**src/verilog/uart_pkg.sv**
```systemverilog
`default_nettype none

package uart_pkg;

    // Register byte offsets on the bus
    localparam logic [3:0] ADDR_TXDATA = 4'h0; // Write pushes a byte for transmit
    localparam logic [3:0] ADDR_RXDATA = 4'h4; // Read pops the receive FIFO
    localparam logic [3:0] ADDR_STATUS = 4'h8; // Read clears the sticky overrun

    // Status word bit positions
    localparam int ST_TX_FULL  = 0; // Transmit FIFO cannot take a byte
    localparam int ST_TX_EMPTY = 1; // Nothing waiting for the serializer
    localparam int ST_RX_EMPTY = 2; // No received character to read
    localparam int ST_RX_FULL  = 3; // Next frame will be dropped
    localparam int ST_OVERRUN  = 4; // Sticky until STATUS is read
    localparam int ST_RX_BUSY  = 5; // Deserializer inside a frame

    // One received character as stored in the receive FIFO
    typedef struct packed {
        logic       frame_error; // Stop bit sampled low
        logic [7:0] data;        // First bit on the line ends up in bit 0
    } rx_entry_t;

    // Clock cycles per serial bit
    function automatic logic [15:0] baud_divisor(input int unsigned clock_frequency,
                                                 input int unsigned baud_rate);
        return 16'(clock_frequency / baud_rate);
    endfunction

endpackage

`default_nettype wire
```
**src/verilog/uart_axil.sv**
```systemverilog
`default_nettype none

module uart_axil #(
    parameter int CLOCK_FREQUENCY = 50_000_000,
    parameter int BAUD_RATE       = 115_200,
    parameter int FIFO_DEPTH      = 16
) (
    input  wire logic        clock,
    input  wire logic        reset,
    input  wire logic [3:0]  awaddr,
    input  wire logic        awvalid,
    input  wire logic [31:0] wdata,
    input  wire logic [3:0]  wstrb,
    input  wire logic        wvalid,
    input  wire logic        bready,
    input  wire logic [3:0]  araddr,
    input  wire logic        arvalid,
    input  wire logic        rready,
    output logic             awready,
    output logic             wready,
    output logic             bvalid,
    output logic [1:0]       bresp,
    output logic             arready,
    output logic             rvalid,
    output logic [31:0]      rdata,
    output logic [1:0]       rresp,
    input  wire logic        uart_rxd,
    output logic             uart_txd
);

    localparam logic [1:0] RESP_OKAY   = 2'b00;
    localparam logic [1:0] RESP_SLVERR = 2'b10;

    logic                write_accept;  // Address and data taken together
    logic                read_accept;
    logic                tx_write;
    logic                rx_pop;
    logic                status_read;
    logic                overrun_flag;  // Sticky
    logic [31:0]         status_word;
    logic [31:0]         read_word;
    uart_pkg::rx_entry_t rx_head;
    logic                tx_full;
    logic                tx_empty;
    logic                rx_empty;
    logic                rx_full;
    logic                rx_overrun;
    logic                rx_busy;

    function automatic logic is_mapped(input logic [3:0] addr);
        return (addr == uart_pkg::ADDR_TXDATA) || (addr == uart_pkg::ADDR_RXDATA) ||
               (addr == uart_pkg::ADDR_STATUS);
    endfunction

    // Write needs both channels and no response pending
    assign write_accept = awvalid && wvalid && !bvalid;
    assign awready      = write_accept;
    assign wready       = write_accept;
    assign arready      = !rvalid;      // One read outstanding
    assign read_accept  = arvalid && arready;

    assign tx_write    = write_accept && (awaddr == uart_pkg::ADDR_TXDATA) && wstrb[0];
    assign rx_pop      = read_accept && (araddr == uart_pkg::ADDR_RXDATA);
    assign status_read = read_accept && (araddr == uart_pkg::ADDR_STATUS);

    always_comb begin
        status_word                        = '0;
        status_word[uart_pkg::ST_TX_FULL]  = tx_full;
        status_word[uart_pkg::ST_TX_EMPTY] = tx_empty;
        status_word[uart_pkg::ST_RX_EMPTY] = rx_empty;
        status_word[uart_pkg::ST_RX_FULL]  = rx_full;
        status_word[uart_pkg::ST_OVERRUN]  = overrun_flag;
        status_word[uart_pkg::ST_RX_BUSY]  = rx_busy;
    end

    always_comb begin
        case (araddr)
            uart_pkg::ADDR_RXDATA: read_word = rx_empty ? '0 : {23'd0, rx_head}; // Stale head hidden
            uart_pkg::ADDR_STATUS: read_word = status_word;
            default:               read_word = '0;   // TXDATA reads as zero
        endcase
    end

    always_ff @(posedge clock) begin
        if (reset) begin
            bvalid       <= 1'b0;
            rvalid       <= 1'b0;
            overrun_flag <= 1'b0;
        end else begin
            if (bvalid && bready) begin
                bvalid <= 1'b0;
            end
            if (write_accept) begin
                bvalid <= 1'b1;
            end
            if (rvalid && rready) begin
                rvalid <= 1'b0;
            end
            if (read_accept) begin
                rvalid <= 1'b1;
            end
            // A new overrun wins over the clear
            if (rx_overrun) begin
                overrun_flag <= 1'b1;
            end else if (status_read) begin
                overrun_flag <= 1'b0;
            end
        end
    end

    // Response payload
    always_ff @(posedge clock) begin
        if (write_accept) begin
            bresp <= is_mapped(awaddr) ? RESP_OKAY : RESP_SLVERR;
        end
        if (read_accept) begin
            rdata <= read_word;
            rresp <= is_mapped(araddr) ? RESP_OKAY : RESP_SLVERR;
        end
    end

    uart_core #(
        .CLOCK_FREQUENCY (CLOCK_FREQUENCY),
        .BAUD_RATE       (BAUD_RATE),
        .FIFO_DEPTH      (FIFO_DEPTH)
    ) u_core (
        .clock      (clock),
        .reset      (reset),
        .tx_write   (tx_write),
        .tx_byte    (wdata[7:0]),
        .rx_pop     (rx_pop),
        .uart_rxd   (uart_rxd),
        .rx_head    (rx_head),
        .tx_full    (tx_full),
        .tx_empty   (tx_empty),
        .rx_empty   (rx_empty),
        .rx_full    (rx_full),
        .rx_overrun (rx_overrun),
        .rx_busy    (rx_busy),
        .uart_txd   (uart_txd)
    );

endmodule

`default_nettype wire

```
**src/verilog/uart_core.sv**
```systemverilog
`default_nettype none

module uart_core #(
    parameter int CLOCK_FREQUENCY = 50_000_000,
    parameter int BAUD_RATE       = 115_200,
    parameter int FIFO_DEPTH      = 16
) (
    input  wire logic          clock,
    input  wire logic          reset,
    input  wire logic          tx_write,
    input  wire logic [7:0]    tx_byte,
    input  wire logic          rx_pop,
    input  wire logic          uart_rxd,
    output uart_pkg::rx_entry_t rx_head,
    output logic               tx_full,
    output logic               tx_empty,
    output logic               rx_empty,
    output logic               rx_full,
    output logic               rx_overrun,
    output logic               rx_busy,
    output logic               uart_txd
);

    logic                tx_fifo_read;   // Serializer takes the head
    logic [7:0]          tx_fifo_data;
    logic                rx_entry_valid; // Deserializer push strobe
    uart_pkg::rx_entry_t rx_entry;

    // Character dropped because the receive FIFO had no room
    assign rx_overrun = rx_entry_valid && rx_full;

    sync_fifo #(
        .DEPTH     (FIFO_DEPTH),
        .payload_t (logic [7:0])
    ) u_tx_fifo (
        .clock    (clock),
        .reset    (reset),
        .write_en (tx_write),
        .data_in  (tx_byte),
        .read_en  (tx_fifo_read),
        .data_out (tx_fifo_data),
        .full     (tx_full),
        .empty    (tx_empty)
    );

    uart_tx #(
        .CLOCK_FREQUENCY (CLOCK_FREQUENCY),
        .BAUD_RATE       (BAUD_RATE)
    ) u_tx (
        .clock      (clock),
        .reset      (reset),
        .fifo_empty (tx_empty),
        .fifo_data  (tx_fifo_data),
        .fifo_read  (tx_fifo_read),
        .txd        (uart_txd)
    );

    uart_rx #(
        .CLOCK_FREQUENCY (CLOCK_FREQUENCY),
        .BAUD_RATE       (BAUD_RATE)
    ) u_rx (
        .clock       (clock),
        .reset       (reset),
        .rxd         (uart_rxd),
        .entry_valid (rx_entry_valid),
        .entry       (rx_entry),
        .busy        (rx_busy)
    );

    sync_fifo #(
        .DEPTH     (FIFO_DEPTH),
        .payload_t (uart_pkg::rx_entry_t)
    ) u_rx_fifo (
        .clock    (clock),
        .reset    (reset),
        .write_en (rx_entry_valid), // Ignored by the FIFO when full
        .data_in  (rx_entry),
        .read_en  (rx_pop),
        .data_out (rx_head),
        .full     (rx_full),
        .empty    (rx_empty)
    );

endmodule

`default_nettype wire

```
**src/verilog/uart_rx.sv**
```systemverilog
`default_nettype none

module uart_rx #(
    parameter int CLOCK_FREQUENCY = 50_000_000,
    parameter int BAUD_RATE       = 115_200
) (
    input  wire logic          clock,
    input  wire logic          reset,
    input  wire logic          rxd,
    output logic               entry_valid,
    output uart_pkg::rx_entry_t entry,
    output logic               busy
);

    localparam logic [15:0] DIVISOR = uart_pkg::baud_divisor(CLOCK_FREQUENCY, BAUD_RATE);

    logic        rxd_meta;    // First synchronizer stage
    logic        rxd_sync;    // Safe to use
    logic        rxd_prev;    // Last synchronized sample for edge detect
    logic [15:0] baud_count;
    logic [3:0]  bit_index;   // 0 start, 1 to 8 data, 9 stop
    logic [7:0]  shift_reg;   // Data bits arrive LSB first
    logic        start_edge;
    logic        sample_tick; // Middle of the current bit

    // Falling edge only, so a held low line after a bad frame is not a new start
    assign start_edge  = !busy && rxd_prev && !rxd_sync;
    assign sample_tick = busy && (baud_count == DIVISOR - 16'd1);

    always_ff @(posedge clock) begin
        if (reset) begin
            rxd_meta <= 1'b1;
            rxd_sync <= 1'b1;
            rxd_prev <= 1'b1;
        end else begin
            rxd_meta <= rxd;
            rxd_sync <= rxd_meta;
            rxd_prev <= rxd_sync;
        end
    end

    always_ff @(posedge clock) begin
        if (reset) begin
            busy        <= 1'b0;
            baud_count  <= '0;
            bit_index   <= '0;
            entry_valid <= 1'b0;
        end else begin
            entry_valid <= 1'b0;                 // Single cycle push strobe
            if (start_edge) begin
                busy       <= 1'b1;
                baud_count <= DIVISOR >> 1;      // Half bit preload lands samples mid-bit
                bit_index  <= '0;
            end else if (sample_tick) begin
                baud_count <= '0;
                bit_index  <= bit_index + 4'd1;
                if (bit_index == 4'd0 && rxd_sync) begin
                    busy <= 1'b0;                // Start bit gone high, glitch
                end else if (bit_index == 4'd9) begin
                    busy        <= 1'b0;
                    entry_valid <= 1'b1;         // Pushed even with a framing error
                end
            end else if (busy) begin
                baud_count <= baud_count + 16'd1;
            end
        end
    end

    // Datapath registers
    always_ff @(posedge clock) begin
        if (sample_tick && bit_index >= 4'd1 && bit_index <= 4'd8) begin
            shift_reg <= {rxd_sync, shift_reg[7:1]};
        end
        if (sample_tick && bit_index == 4'd9) begin
            entry.data        <= shift_reg;
            entry.frame_error <= !rxd_sync;     // Stop bit must be high
        end
    end

endmodule

`default_nettype wire

```
**src/verilog/uart_tx.sv**
```systemverilog
`default_nettype none

module uart_tx #(
    parameter int CLOCK_FREQUENCY = 50_000_000,
    parameter int BAUD_RATE       = 115_200
) (
    input  wire logic       clock,
    input  wire logic       reset,
    input  wire logic       fifo_empty,
    input  wire logic [7:0] fifo_data,
    output logic            fifo_read,
    output logic            txd
);

    localparam logic [15:0] DIVISOR = uart_pkg::baud_divisor(CLOCK_FREQUENCY, BAUD_RATE);

    logic [15:0] baud_count; // Cycles spent in the current bit
    logic [9:0]  shift_reg;  // Stop, data, start with bit 0 on the line
    logic [3:0]  bit_index;  // Bit of the frame now on the line
    logic        busy;       // Frame in progress

    // Load and pop happen together on the same edge
    assign fifo_read = !busy && !fifo_empty;
    assign txd       = shift_reg[0]; // Straight from a flop so no glitches

    always_ff @(posedge clock) begin
        if (reset) begin
            busy       <= 1'b0;
            shift_reg  <= '1;    // Line idles high
            baud_count <= '0;
            bit_index  <= '0;
        end else if (fifo_read) begin
            busy       <= 1'b1;
            shift_reg  <= {1'b1, fifo_data, 1'b0}; // 8N1 frame
            baud_count <= '0;
            bit_index  <= '0;
        end else if (busy) begin
            if (baud_count == DIVISOR - 16'd1) begin
                baud_count <= '0;
                shift_reg  <= {1'b1, shift_reg[9:1]}; // Ones fill in behind
                if (bit_index == 4'd9) begin
                    busy <= 1'b0;                     // Stop bit done
                end else begin
                    bit_index <= bit_index + 4'd1;
                end
            end else begin
                baud_count <= baud_count + 16'd1;
            end
        end
    end

endmodule

`default_nettype wire

```
**src/verilog/sync_fifo.sv**
```systemverilog
`default_nettype none

module sync_fifo #(
    parameter int  DEPTH     = 4,
    parameter type payload_t = logic [7:0]
) (
    input  wire logic     clock,
    input  wire logic     reset,
    input  wire logic     write_en,
    input  wire payload_t data_in,
    input  wire logic     read_en,
    output payload_t      data_out,
    output logic          full,
    output logic          empty
);

    localparam int AW = (DEPTH > 1) ? $clog2(DEPTH) : 1; // Pointer width

    payload_t      mem [DEPTH];  // Storage, no reset needed
    logic [AW-1:0] wr_ptr;       // Next slot to write
    logic [AW-1:0] rd_ptr;       // Current head
    logic [AW:0]   count;        // Entries held, 0 to DEPTH
    logic          do_write;
    logic          do_read;

    assign full     = (count == (AW + 1)'(DEPTH));
    assign empty    = (count == '0);
    assign do_write = write_en && !full;  // Write into a full FIFO is dropped
    assign do_read  = read_en && !empty;  // Read of an empty FIFO is ignored
    assign data_out = mem[rd_ptr];        // First word falls through

    always_ff @(posedge clock) begin
        if (reset) begin
            wr_ptr <= '0;
            rd_ptr <= '0;
            count  <= '0;
        end else begin
            if (do_write) begin
                // Wrap by compare so any depth works
                wr_ptr <= (wr_ptr == AW'(DEPTH - 1)) ? '0 : wr_ptr + 1'b1;
            end
            if (do_read) begin
                rd_ptr <= (rd_ptr == AW'(DEPTH - 1)) ? '0 : rd_ptr + 1'b1;
            end
            case ({do_write, do_read})
                2'b10:   count <= count + 1'b1;
                2'b01:   count <= count - 1'b1;
                default: count <= count;        // Both or neither
            endcase
        end
    end

    always_ff @(posedge clock) begin
        if (do_write) begin
            mem[wr_ptr] <= data_in;
        end
    end

endmodule

`default_nettype wire

```
**config.mk**
```make
export PLATFORM = sky130hd
export DESIGN_NAME = uart_axil
export DESIGN_NICKNAME = d
export VERILOG_FILES = /design/src/verilog/uart_pkg.sv /design/src/verilog/uart_axil.sv /design/src/verilog/uart_core.sv /design/src/verilog/uart_rx.sv /design/src/verilog/uart_tx.sv /design/src/verilog/sync_fifo.sv
export SDC_FILE = /design/constraint.sdc
export NUM_CORES = 1
export LEC_CHECK = 0
export BUFFER_PORTS_ARGS = -buffer_cell sky130_fd_sc_hd__clkbuf_2
export CORE_UTILIZATION = 31
export DETAILED_ROUTE_END_ITERATION = 16
export GPL_ROUTABILITY_DRIVEN = 0
export PLACE_DENSITY = 0.56
export SYNTH_ARGS = -nofsm -noshare
export SYNTH_HDL_FRONTEND = slang
export SYNTH_SLANG_ARGS = --single-unit
```
**constraint.sdc**
```tcl
create_clock -name clock -period 4.7 [get_ports clock]
set_input_delay 0.47 -clock clock [delete_from_list [all_inputs] [get_ports clock]]
set_output_delay 0.47 -clock clock [all_outputs]
set_load 0.01 [all_outputs]
```
==> results.cfg, run 1 <==
[yosys]
syn-instance-count = 1112
synth_edf_count = 300
synth.yosys.warnings = 0
asyncSetResetFlopFracSynth_pct = 0
post_synth_instance_area_mm2 = 0.0162
syn_area_per_cell_um2 = 14.6
postSynthRegisterBits = 392
ys_dominant_reg_cell = edfxtp_1
post_synth_num_cell_types = 70
ys_seq_area_share_pct = 66.8

[route]
detail_route.iter0.violations = 627
postRouteAntennaNets = 0
routed_length_per_placed_instance_um = 17.9
postRouteWirelength_mm = 33.7
remaining_drc_errors = 0
post_drt_via_cell_ratio = 4.90
routed-via-count = 9224
firstDrtPassIters = 5

[layout]
drive_above_1_share_pct = 15.7
instances_no_fill = 1881
layout.nets = 1247
largest_registers = u_core.u_rx_fifo.mem: 144 flops, u_core.u_tx_fifo.mem: 128 flops
antennaDiodeCount = 0
register_name_with_the_most_flops = u_core.u_rx_fifo.mem
largest_register_ff_count = 144
area_growth_syn_to_layout_pct = 13.7
commonest_non_fill_non_tap_cell_in_the_layout = edfxtp_1
most-common-layout-cells = 300 x edfxtp_1, 90 x dfxtp_1, 74 x mux2i_1, 67 x nor2_1, 48 x nand2_1
fillerInstances = 4960

[timing]
hold_viol_final = 0
tightestPinTransition_ns = 1.26
final.setup.tns_ns = 0
final.min_clock_period_ns = 3.34
final.period_utilization_pct = 71.0
grt_setup_unrepaired = false
maxSlewHeadroom_pct = 15.5
timing.final.max_slew_violations = 0
clock-skew-final_ns = 0.0265
fmax_ghz = 0.300
setup_viol = 0

[die]
die_area_mm2 = 0.0533
standard_cell_row_count = 83
vert_die_dim_um = 231
core_mm2 = 0.0515
boundaryPins = 94
die_w_um = 231
initial_util_pct = 31.5

[clock_tree]
cts_hold_repair.buffers = 0
post_cts_resize_count = 0
clock-root-buffer = clkbuf_16
tritoncts_sinks = 392
cts_buffer_depth = 3
postCtsSetupRepairBufs = 0
clk-insertion-delay-late_ns = 0.56
numCtsBuffers = 42
clock_tree_from_tritoncts = yes
cts-htree-levels = 2
clk_pin_slew_ns = 0.06

[status]
run_status = complete, no violations

[global_routing]
grt_start_max_net_pins = 60
grt_pass1_wl_mm = 52.5
grt_overflow = 0
grt_antenna_before_repair = 0
first_global_vias = 9071
grt.total_usage_pct = 12.7

[setup_path]
critical_path_peak_fanout = 15
critical_path.startpoint_type = flop
timing.critical_path.arrival_ns = 3.79
critical_path_start_end_classification = flop to flop
end_kind = flop
critical_path_required_ns = 5.16
worst-r2r-cell-count = 10

[pwr]
max-vdd-ir-drop_mv = 0.336
total_leakage_power_nw = 5.93
pwr_density_cell_mw_per_mm2 = 427

[min_path]
hold_path_class = input port to flop
hold_path_depth = 2

[job]
cap_viol_max_count = 0

[placement]
buffer_ports.inserted = 41
placed_cells = 1804
dpl.hpwl_mm = 21.8
through the flow:
stage | area (um2) | utilization, % | hold WS (ns) | worst slack (ns) | power (mW)
final | 18500 | 35.8 | 0.0904 | 1.36 | 7.89
after global placement | 17100 | 33.3 | 0.405 | 1.38 | 4.78
after CTS | 18500 | 35.8 | 0.0602 | 1.35 | 7.98
after detailed placement | 17100 | 33.3 | 0.401 | 1.37 | 4.79
after global routing | 18500 | 35.8 | 0.0738 | 1.10 | 8.19
after floorplan | 16300 | - | 0.389 | 1.45 | 4.59
area by class of cell:
type                    instances  area, um2  area share, %
clock inverters                15        129          0.698
flip-flops and latches        392      10900           58.8
repair buffers                 65        385           2.09
multi-input cells             635       4920           26.6
inverters                      32        121          0.658
clock buffers                  62       1200           6.48
well taps                     680        851           4.61
power breakdown:
group	switching [mW]	internal, mW	total, mW
logic	0.417	0.361	0.778
clock network	1.35	1.83	3.17
registers	0.166	3.77	3.94
total	1.93	5.96	7.89
critical path, stage by stage (launching register included):
cell      delay [ns]
dfxtp_1         0.37
or4_4           0.65
o2111a_2        0.32
clkinv_2        0.20
ha_1            0.37
xor2_1          0.18
ha_1            0.17
a21oi_1         0.07
or3_1           0.36
a31oi_1         0.18
mux2_2          0.34
path summary, 6_finish.rpt:
| kind | endpoint | slack, ns | start |
|---|---|---|---|
| worst min register to register | u_core.u_rx.rxd_sync | 0.41 | u_core.u_rx.rxd_meta |
| worst max-delay path | u_core.u_tx_fifo.count[4] | 1.36 | u_core.u_tx_fifo.count[0] |
| worst max register to register | u_core.u_tx_fifo.count[4] | 1.36 | u_core.u_tx_fifo.count[0] |
| worst min-delay path | rvalid | 0.09 | rready |
cell families after synthesis:
logic type	after synthesis	share of synthesized area, %
other	1	0.0231
adder cells (fa/ha/maj)	27	2.13
buffers and inverters	109	3.47
XOR/XNOR	28	1.51
flip-flops	392	66.8
AO/OA/AOI/OAI	167	7.04
multiplexers	118	10.4
AND/OR/NAND/NOR	270	8.61
metal layers:
layer  share of wire, %  track usage (%)  wire [um]
met1                 47             17.7      15800
met2                 46             20.0      15500
met3                4.8             2.57       1610
met4                2.2             3.79        743
met5                  0                0          0
synthesized netlist by cell type, types with 11 or more instances:
library cell | number | area, um2
edfxtp_1 | 300 | 9010
dfxtp_1 | 92 | 1840
mux2i_1 | 74 | 741
nor2_1 | 67 | 251
nand2_1 | 48 | 180
mux4_2 | 40 | 901
a21oi_1 | 36 | 180
nand3_1 | 36 | 180
inv_1 | 30 | 113
a22oi_1 | 29 | 218
buf_4 | 26 | 195
ha_1 | 26 | 325
clkbuf_1 | 23 | 86.3
buf_2 | 19 | 95.1
o21ai_0 | 19 | 95.1
xnor2_1 | 19 | 166
nor4_1 | 18 | 113
nor3_1 | 16 | 80.1
a211oi_1 | 12 | 90.1
a31oi_1 | 11 | 68.8
nand2b_1 | 11 | 68.8
nor2b_1 | 11 | 68.8
or3_1 | 11 | 68.8
Power figures use the tool's default switching activity.
==> run 2: changes to the inputs <==
Clock period 4.7 ns to 3.4 ns, I/O delays scaled along.
==> run 2 against run 1 <==
Via count grew 1.1%; combinational power grew 47%; first-iteration DRC count grew 3.0%; power grew 42%; sequential cell count is the same; worst hold slack lost 0.058 ns; critical path type unchanged; critical endpoint unchanged.
==> results.cfg, run 2 (synthesis results as in run 1) <==
[timing]
maxSlewHeadroom_pct = 33.2
setup_viol = 0
setup_ws_ns = 0.396
clock-skew-final_ns = 0.0206
hold_viol_final = 0
final.period_utilization_pct = 88.3
tightestPinTransition_ns = 1.00
final.setup.tns_ns = 0
grt_setup_unrepaired = false
fmax_ghz = 0.333
timing.final.max_slew_violations = 0
final.min_clock_period_ns = 3.00

[route]
routed_length_per_placed_instance_um = 17.8
routed-via-count = 9329
detail_route.iter0.violations = 646
firstDrtPassIters = 5
post_drt_via_cell_ratio = 4.89
postRouteAntennaNets = 0
postRouteWirelength_mm = 34.0
remaining_drc_errors = 0

[status]
run_status = complete, no violations

[setup_path]
worst-r2r-cell-count = 10
critical_path_start_end_classification = flop to flop
r2r_end = u_core.u_tx_fifo.count[4]
timing.critical_path.arrival_ns = 3.46
reg2reg_slack_ns = 0.40
critical_path_peak_fanout = 10
r2r_start = u_core.u_tx_fifo.count[1]
end_kind = flop
worstSetupEndpoint = u_core.u_tx_fifo.count[4]
crit_path_start = u_core.u_tx_fifo.count[1]
critical_path.startpoint_type = flop
critical_path_required_ns = 3.86

[die]
die_area_mm2 = 0.0533
boundaryPins = 94
initial_util_pct = 31.5
core_mm2 = 0.0515
vert_die_dim_um = 231
standard_cell_row_count = 83
die_w_um = 231

[layout]
fillerInstances = 4992
register_name_with_the_most_flops = u_core.u_rx_fifo.mem
most-common-layout-cells = 300 x edfxtp_1, 90 x dfxtp_1, 74 x mux2i_1, 67 x nor2_1
layout.nets = 1274
area_growth_syn_to_layout_pct = 15.5
drive_above_1_share_pct = 17.1
commonest_non_fill_non_tap_cell_in_the_layout = edfxtp_1
final_core_utilization_pct = 36.4
antennaDiodeCount = 0
largest_register_ff_count = 144
instances_no_fill = 1908
largest_registers = u_core.u_rx_fifo.mem: 144 flops, u_core.u_tx_fifo.mem: 128 flops

[pwr]
total_power_mw = 11.2
total_leakage_power_nw = 6.10
max-vdd-ir-drop_mv = 0.375
pwr_density_cell_mw_per_mm2 = 596

[clock_tree]
clock-root-buffer = clkbuf_16
cts_buffer_depth = 3
cts-htree-levels = 2
numCtsBuffers = 42
clock_tree_from_tritoncts = yes
clk_pin_slew_ns = 0.06
clk-insertion-delay-late_ns = 0.57
tritoncts_sinks = 392

[global_routing]
grt_overflow = 0
grt_antenna_before_repair = 0
grt.total_usage_pct = 12.9
grt_pass1_wl_mm = 52.8
first_global_vias = 9165
grt_start_max_net_pins = 44

[min_path]
hold_path_class = input port to flop
hold_path_startpoint = arvalid

[placement]
placed_cells = 1829
buffer_ports.inserted = 41
dpl.hpwl_mm = 22.1
detailedPlace.worstSlack_ns = 0.403

[job]
cap_viol_max_count = 0
[run 2: cell types whose count changed in the layout (fill, tap and decap cells not counted)]
cell,change
clkinv_8,+2
bufinv_16,+4
inv_6,-1
clkinv_2,-3
clkbuf_8,-5
buf_12,+1
clkinv_1,+7
nor3_2,-1
dlygate4sd3_1,+2
clkbuf_1,-5
clkinvlp_4,+1
nor3_1,+1
buf_4,+24
[run 2: worst min-delay path by stage]
stage / cells after the start / slack (ns) / end
global placement: 1 / 0.41 / u_core.u_rx.rxd_sync
finish: 3 / 0.03 / rvalid
detailed placement: 1 / 0.40 / u_core.u_rx.rxd_sync
CTS: 3 / 0.004 / rvalid
global route: 3 / 0.05 / rvalid
floorplan: 1 / 0.39 / u_core.u_rx.rxd_sync
[run 2: worst max-delay path: stages, from the launching register on]
cell and delay (ns):
dfxtp_1 0.38, or4_4 0.64, o2111a_2 0.33, clkinv_2 0.06, ha_1 0.18, xor2_1 0.17
ha_1 0.16, a21oi_1 0.07, or3_1 0.36, a31oi_1 0.20, mux2_2 0.35
[run 2: where the power goes]
part	total [mW]	internal [mW]	switching, mW
Sequential	5.40	5.21	0.190
Combinational	1.14	0.523	0.622
Clock	4.62	2.71	1.90
[run 2: timing repair]
item,CTS,global route
resized for setup,0,0
hold buffers,2,0
buffers inserted,0,0
endpoints found under the hold margin,2,0
[run 2: area by class of cell]
cell class	instances	area, um2	share of cell area (%)
Clock buffer	52	1110	5.91
Clock inverter	25	292	1.56
Inverter	32	121	0.647
Multi-Input combinational cell	635	4910	26.2
Sequential cell	392	10900	57.9
Tap cell	680	851	4.54
Timing Repair Buffer	92	606	3.23
[run 2: per-layer routing]
layer / GRT usage (%) / up-vias / share of wire (%)
met1: 18.1 / 4666 / 47
met4: 3.81 / 0 / 2.0
met2: 20.2 / 193 / 46
li1: - / 4424 / -
met3: 2.32 / 46 / 4.5
met5: 0 / - / 0
[run 2: metrics by stage]
| step | instance area [um2] | hold slack [ns] |
|---|---|---|
| after global placement | 17300 | 0.413 |
| after floorplan | 16300 | 0.389 |
| after CTS | 18700 | 0.00404 |
| after detailed placement | 17300 | 0.398 |
| after global routing | 18700 | 0.0453 |
| final | 18700 | 0.0325 |
==> run 3: changes to the inputs <==
Settings changed: RECOVER_POWER set to 100.
==> run 3 against run 2 <==
Sequential share of layout area grew 0.53 points; largest power group unchanged; first-iteration DRC count increased by 2.2%; non-clock buffer count stayed put; largest cell class unchanged; final cell count unchanged; core utilization is 0.34 points lower; the run now ends with max-capacitance violations, max-slew violations left; fmax decreased by 2.2%; worst setup slack lost 0.066 ns; die area stayed put; clock skew is essentially flat; sequential cell count did not move; sequential power hardly changed.
==> results.cfg, run 3 (synthesis results as in run 1) <==
[route]
routed_length_per_placed_instance_um = 17.8
detail_route.iter0.violations = 660
remaining_drc_errors = 0
postRouteAntennaNets = 0
firstDrtPassIters = 5
routed-via-count = 9273
postRouteWirelength_mm = 34.1
post_drt_via_cell_ratio = 4.86

[die]
die_w_um = 231
standard_cell_row_count = 83
initial_util_pct = 31.5
boundaryPins = 94
die_area_mm2 = 0.0533
vert_die_dim_um = 231
core_mm2 = 0.0515

[clock_tree]
clock_tree_from_tritoncts = yes
cts-htree-levels = 2
numCtsBuffers = 42
clock-root-buffer = clkbuf_16
postCtsSetupRepairBufs = 0
clk-insertion-delay-late_ns = 0.58
tritoncts_sinks = 392
clk_pin_slew_ns = 0.06
post_cts_resize_count = 0
cts_buffer_depth = 3

[timing]
timing.final.max_slew_violations = 29
maxSlewHeadroom_pct = -1.19
final.period_utilization_pct = 90.3
fmax_ghz = 0.326
setup_viol = 0
grt_setup_unrepaired = false
clock-skew-final_ns = 0.0206
hold_viol_final = 0
final.setup.tns_ns = 0
final.min_clock_period_ns = 3.07
tightestPinTransition_ns = 1.52

[layout]
area_growth_syn_to_layout_pct = 14.4
most-common-layout-cells = 300 x edfxtp_1, 91 x dfxtp_1, 74 x mux2i_1, 69 x nor2_1, 67 x clkbuf_1
largest_registers = u_core.u_rx_fifo.mem: 144 flops, u_core.u_tx_fifo.mem: 128 flops
final_core_utilization_pct = 36.0
layout.nets = 1274
antennaDiodeCount = 0
commonest_non_fill_non_tap_cell_in_the_layout = edfxtp_1
register_name_with_the_most_flops = u_core.u_rx_fifo.mem
largest_register_ff_count = 144
drive_above_1_share_pct = 11.9
instances_no_fill = 1908
fillerInstances = 5041

[setup_path]
critical_path_peak_fanout = 10
timing.critical_path.slowest_stage_cell = or4_4
r2r_end = u_core.u_tx_fifo.count[4]
reg2reg_slack_ns = 0.33
worst-r2r-cell-count = 10
timing.critical_path.arrival_ns = 3.53
critical_path_start_end_classification = flop to flop
crit_top_cell = ha_1
r2r_start = u_core.u_tx_fifo.count[1]
cp_slowest_stage_delay_ns = 0.64
critical_path.startpoint_type = flop
worstPathCellList = or4_4 -> o2111a_1 -> clkinvlp_2 -> ha_1 -> xor2_1 -> ha_1 -> a21oi_1 -> or3_1 -> a31oi_1 -> mux2_2
end_kind = flop
critical_path_required_ns = 3.86

[min_path]
hold_path_depth = 3
min_delay_worst_endpoint = rvalid
hold_path_startpoint = arvalid
hold_path_class = input port to flop

[pwr]
switchingPower_mw = 2.72
power.combinational.fraction_pct = 10.2
total_leakage_power_nw = 5.87
power_frac_seq_pct = 48.4
clock_group_share_of_total_power_pct = 41.4
power_report.internal_total_mw = 8.44
pwr_density_cell_mw_per_mm2 = 601
max-vdd-ir-drop_mv = 0.374
power.switching_fraction_pct = 24.4

[global_routing]
grt.total_usage_pct = 12.9
grt_start_max_net_pins = 44
grt_overflow = 0
grt_antenna_before_repair = 0
grt_pass1_wl_mm = 52.8
first_global_vias = 9165

[job]
cap_viol_max_count = 1

[placement]
placed_cells = 1829
buffer_ports.inserted = 41
dpl.hpwl_mm = 22.1

[status]
run_status = complete, but fails checks
violations = max-capacitance violations, max-slew violations
## run 3: changes by cell type in the layout (fill, tap and decap cells not counted), moves of 2 or more
cell	before	now
clkbuf_1	8	67
buf_4	48	17
clkbuf_2	41	13
and2_0	1	7
and2_1	7	1
nor2_1	67	69
nor2_4	2	0
## run 3: power groups by stage
stage / clock network, mW / registers (mW) / logic, mW
2_1_floorplan: 0 / 5.38 / 0.962
3_3_place_gp: 0 / 5.51 / 1.13
3_5_place_dp: 0 / 5.51 / 1.15
4_1_cts: 4.73 / 5.41 / 1.16
5_1_grt: 4.90 / 5.43 / 1.29
6_report: 4.62 / 5.40 / 1.14
## run 3: worst max-delay path: cells and delay by family (launching register included)
family	cells	cell delay, ns
flops	1	0.38
fa+ha+maj	2	0.35
xor+xnor	1	0.17
buf+inv	1	0.11
compound gates	3	0.60
simple gates	2	1.00
mux	1	0.35
## run 3: timing repair
| item | in CTS | in global routing |
|---|---|---|
| setup endpoints to repair | 0 | 0 |
| hold endpoints to repair | 2 | 0 |
| hold buffers | 2 | 0 |
## run 3: how the worst max path moves through the flow
stage	start	end	slack, ns	cells past startpoint
after floorplan	u_core.u_tx_fifo.count[1]	u_core.u_tx_fifo.count[4]	0.15	14
after global placement	u_core.u_tx_fifo.count[0]	u_core.u_tx_fifo.count[4]	0.42	10
after detailed placement	u_core.u_tx_fifo.count[0]	u_core.u_tx_fifo.count[4]	0.40	10
after CTS	u_core.u_tx_fifo.count[0]	u_core.u_tx_fifo.count[4]	0.38	10
after global routing	u_core.u_rx_fifo.count[0]	u_core.u_rx_fifo.count[4]	0.16	9
final	u_core.u_tx_fifo.count[1]	u_core.u_tx_fifo.count[4]	0.33	10
## run 3: routing by layer
layer | vias to the layer above | part of all wire (%) | wire length [um] | GRT usage (%)
li1 | 4414 | - | - | -
met1 | 4616 | 47 | 16100 | 18.1
met2 | 194 | 46 | 15600 | 20.2
met3 | 49 | 4.6 | 1580 | 2.32
met4 | 0 | 2.1 | 715 | 3.81
met5 | - | 0 | 0 | 0
## run 3: layout make-up
| cell class | instances | area (um2) | share of cell area (%) |
|---|---|---|---|
| flip-flops and latches | 392 | 10900 | 58.4 |
| inverters | 32 | 121 | 0.654 |
| well taps | 680 | 851 | 4.58 |
| repair buffers | 92 | 454 | 2.45 |
| multi-input cells | 635 | 4890 | 26.3 |
| clock inverters | 25 | 292 | 1.57 |
| clock buffers | 52 | 1110 | 5.97 |
## run 3: through the flow
stage | hold WS (ns) | setup slack [ns] | power [mW] | instance area (um2)
final | 0.0301 | 0.330 | 11.2 | 18600
after global routing | 0.0453 | 0.164 | 11.6 | 18600
after CTS | 0.00404 | 0.379 | 11.3 | 18700
after detailed placement | 0.398 | 0.403 | 6.66 | 17300
after global placement | 0.413 | 0.422 | 6.64 | 17300
after floorplan | 0.389 | 0.152 | 6.34 | 16300
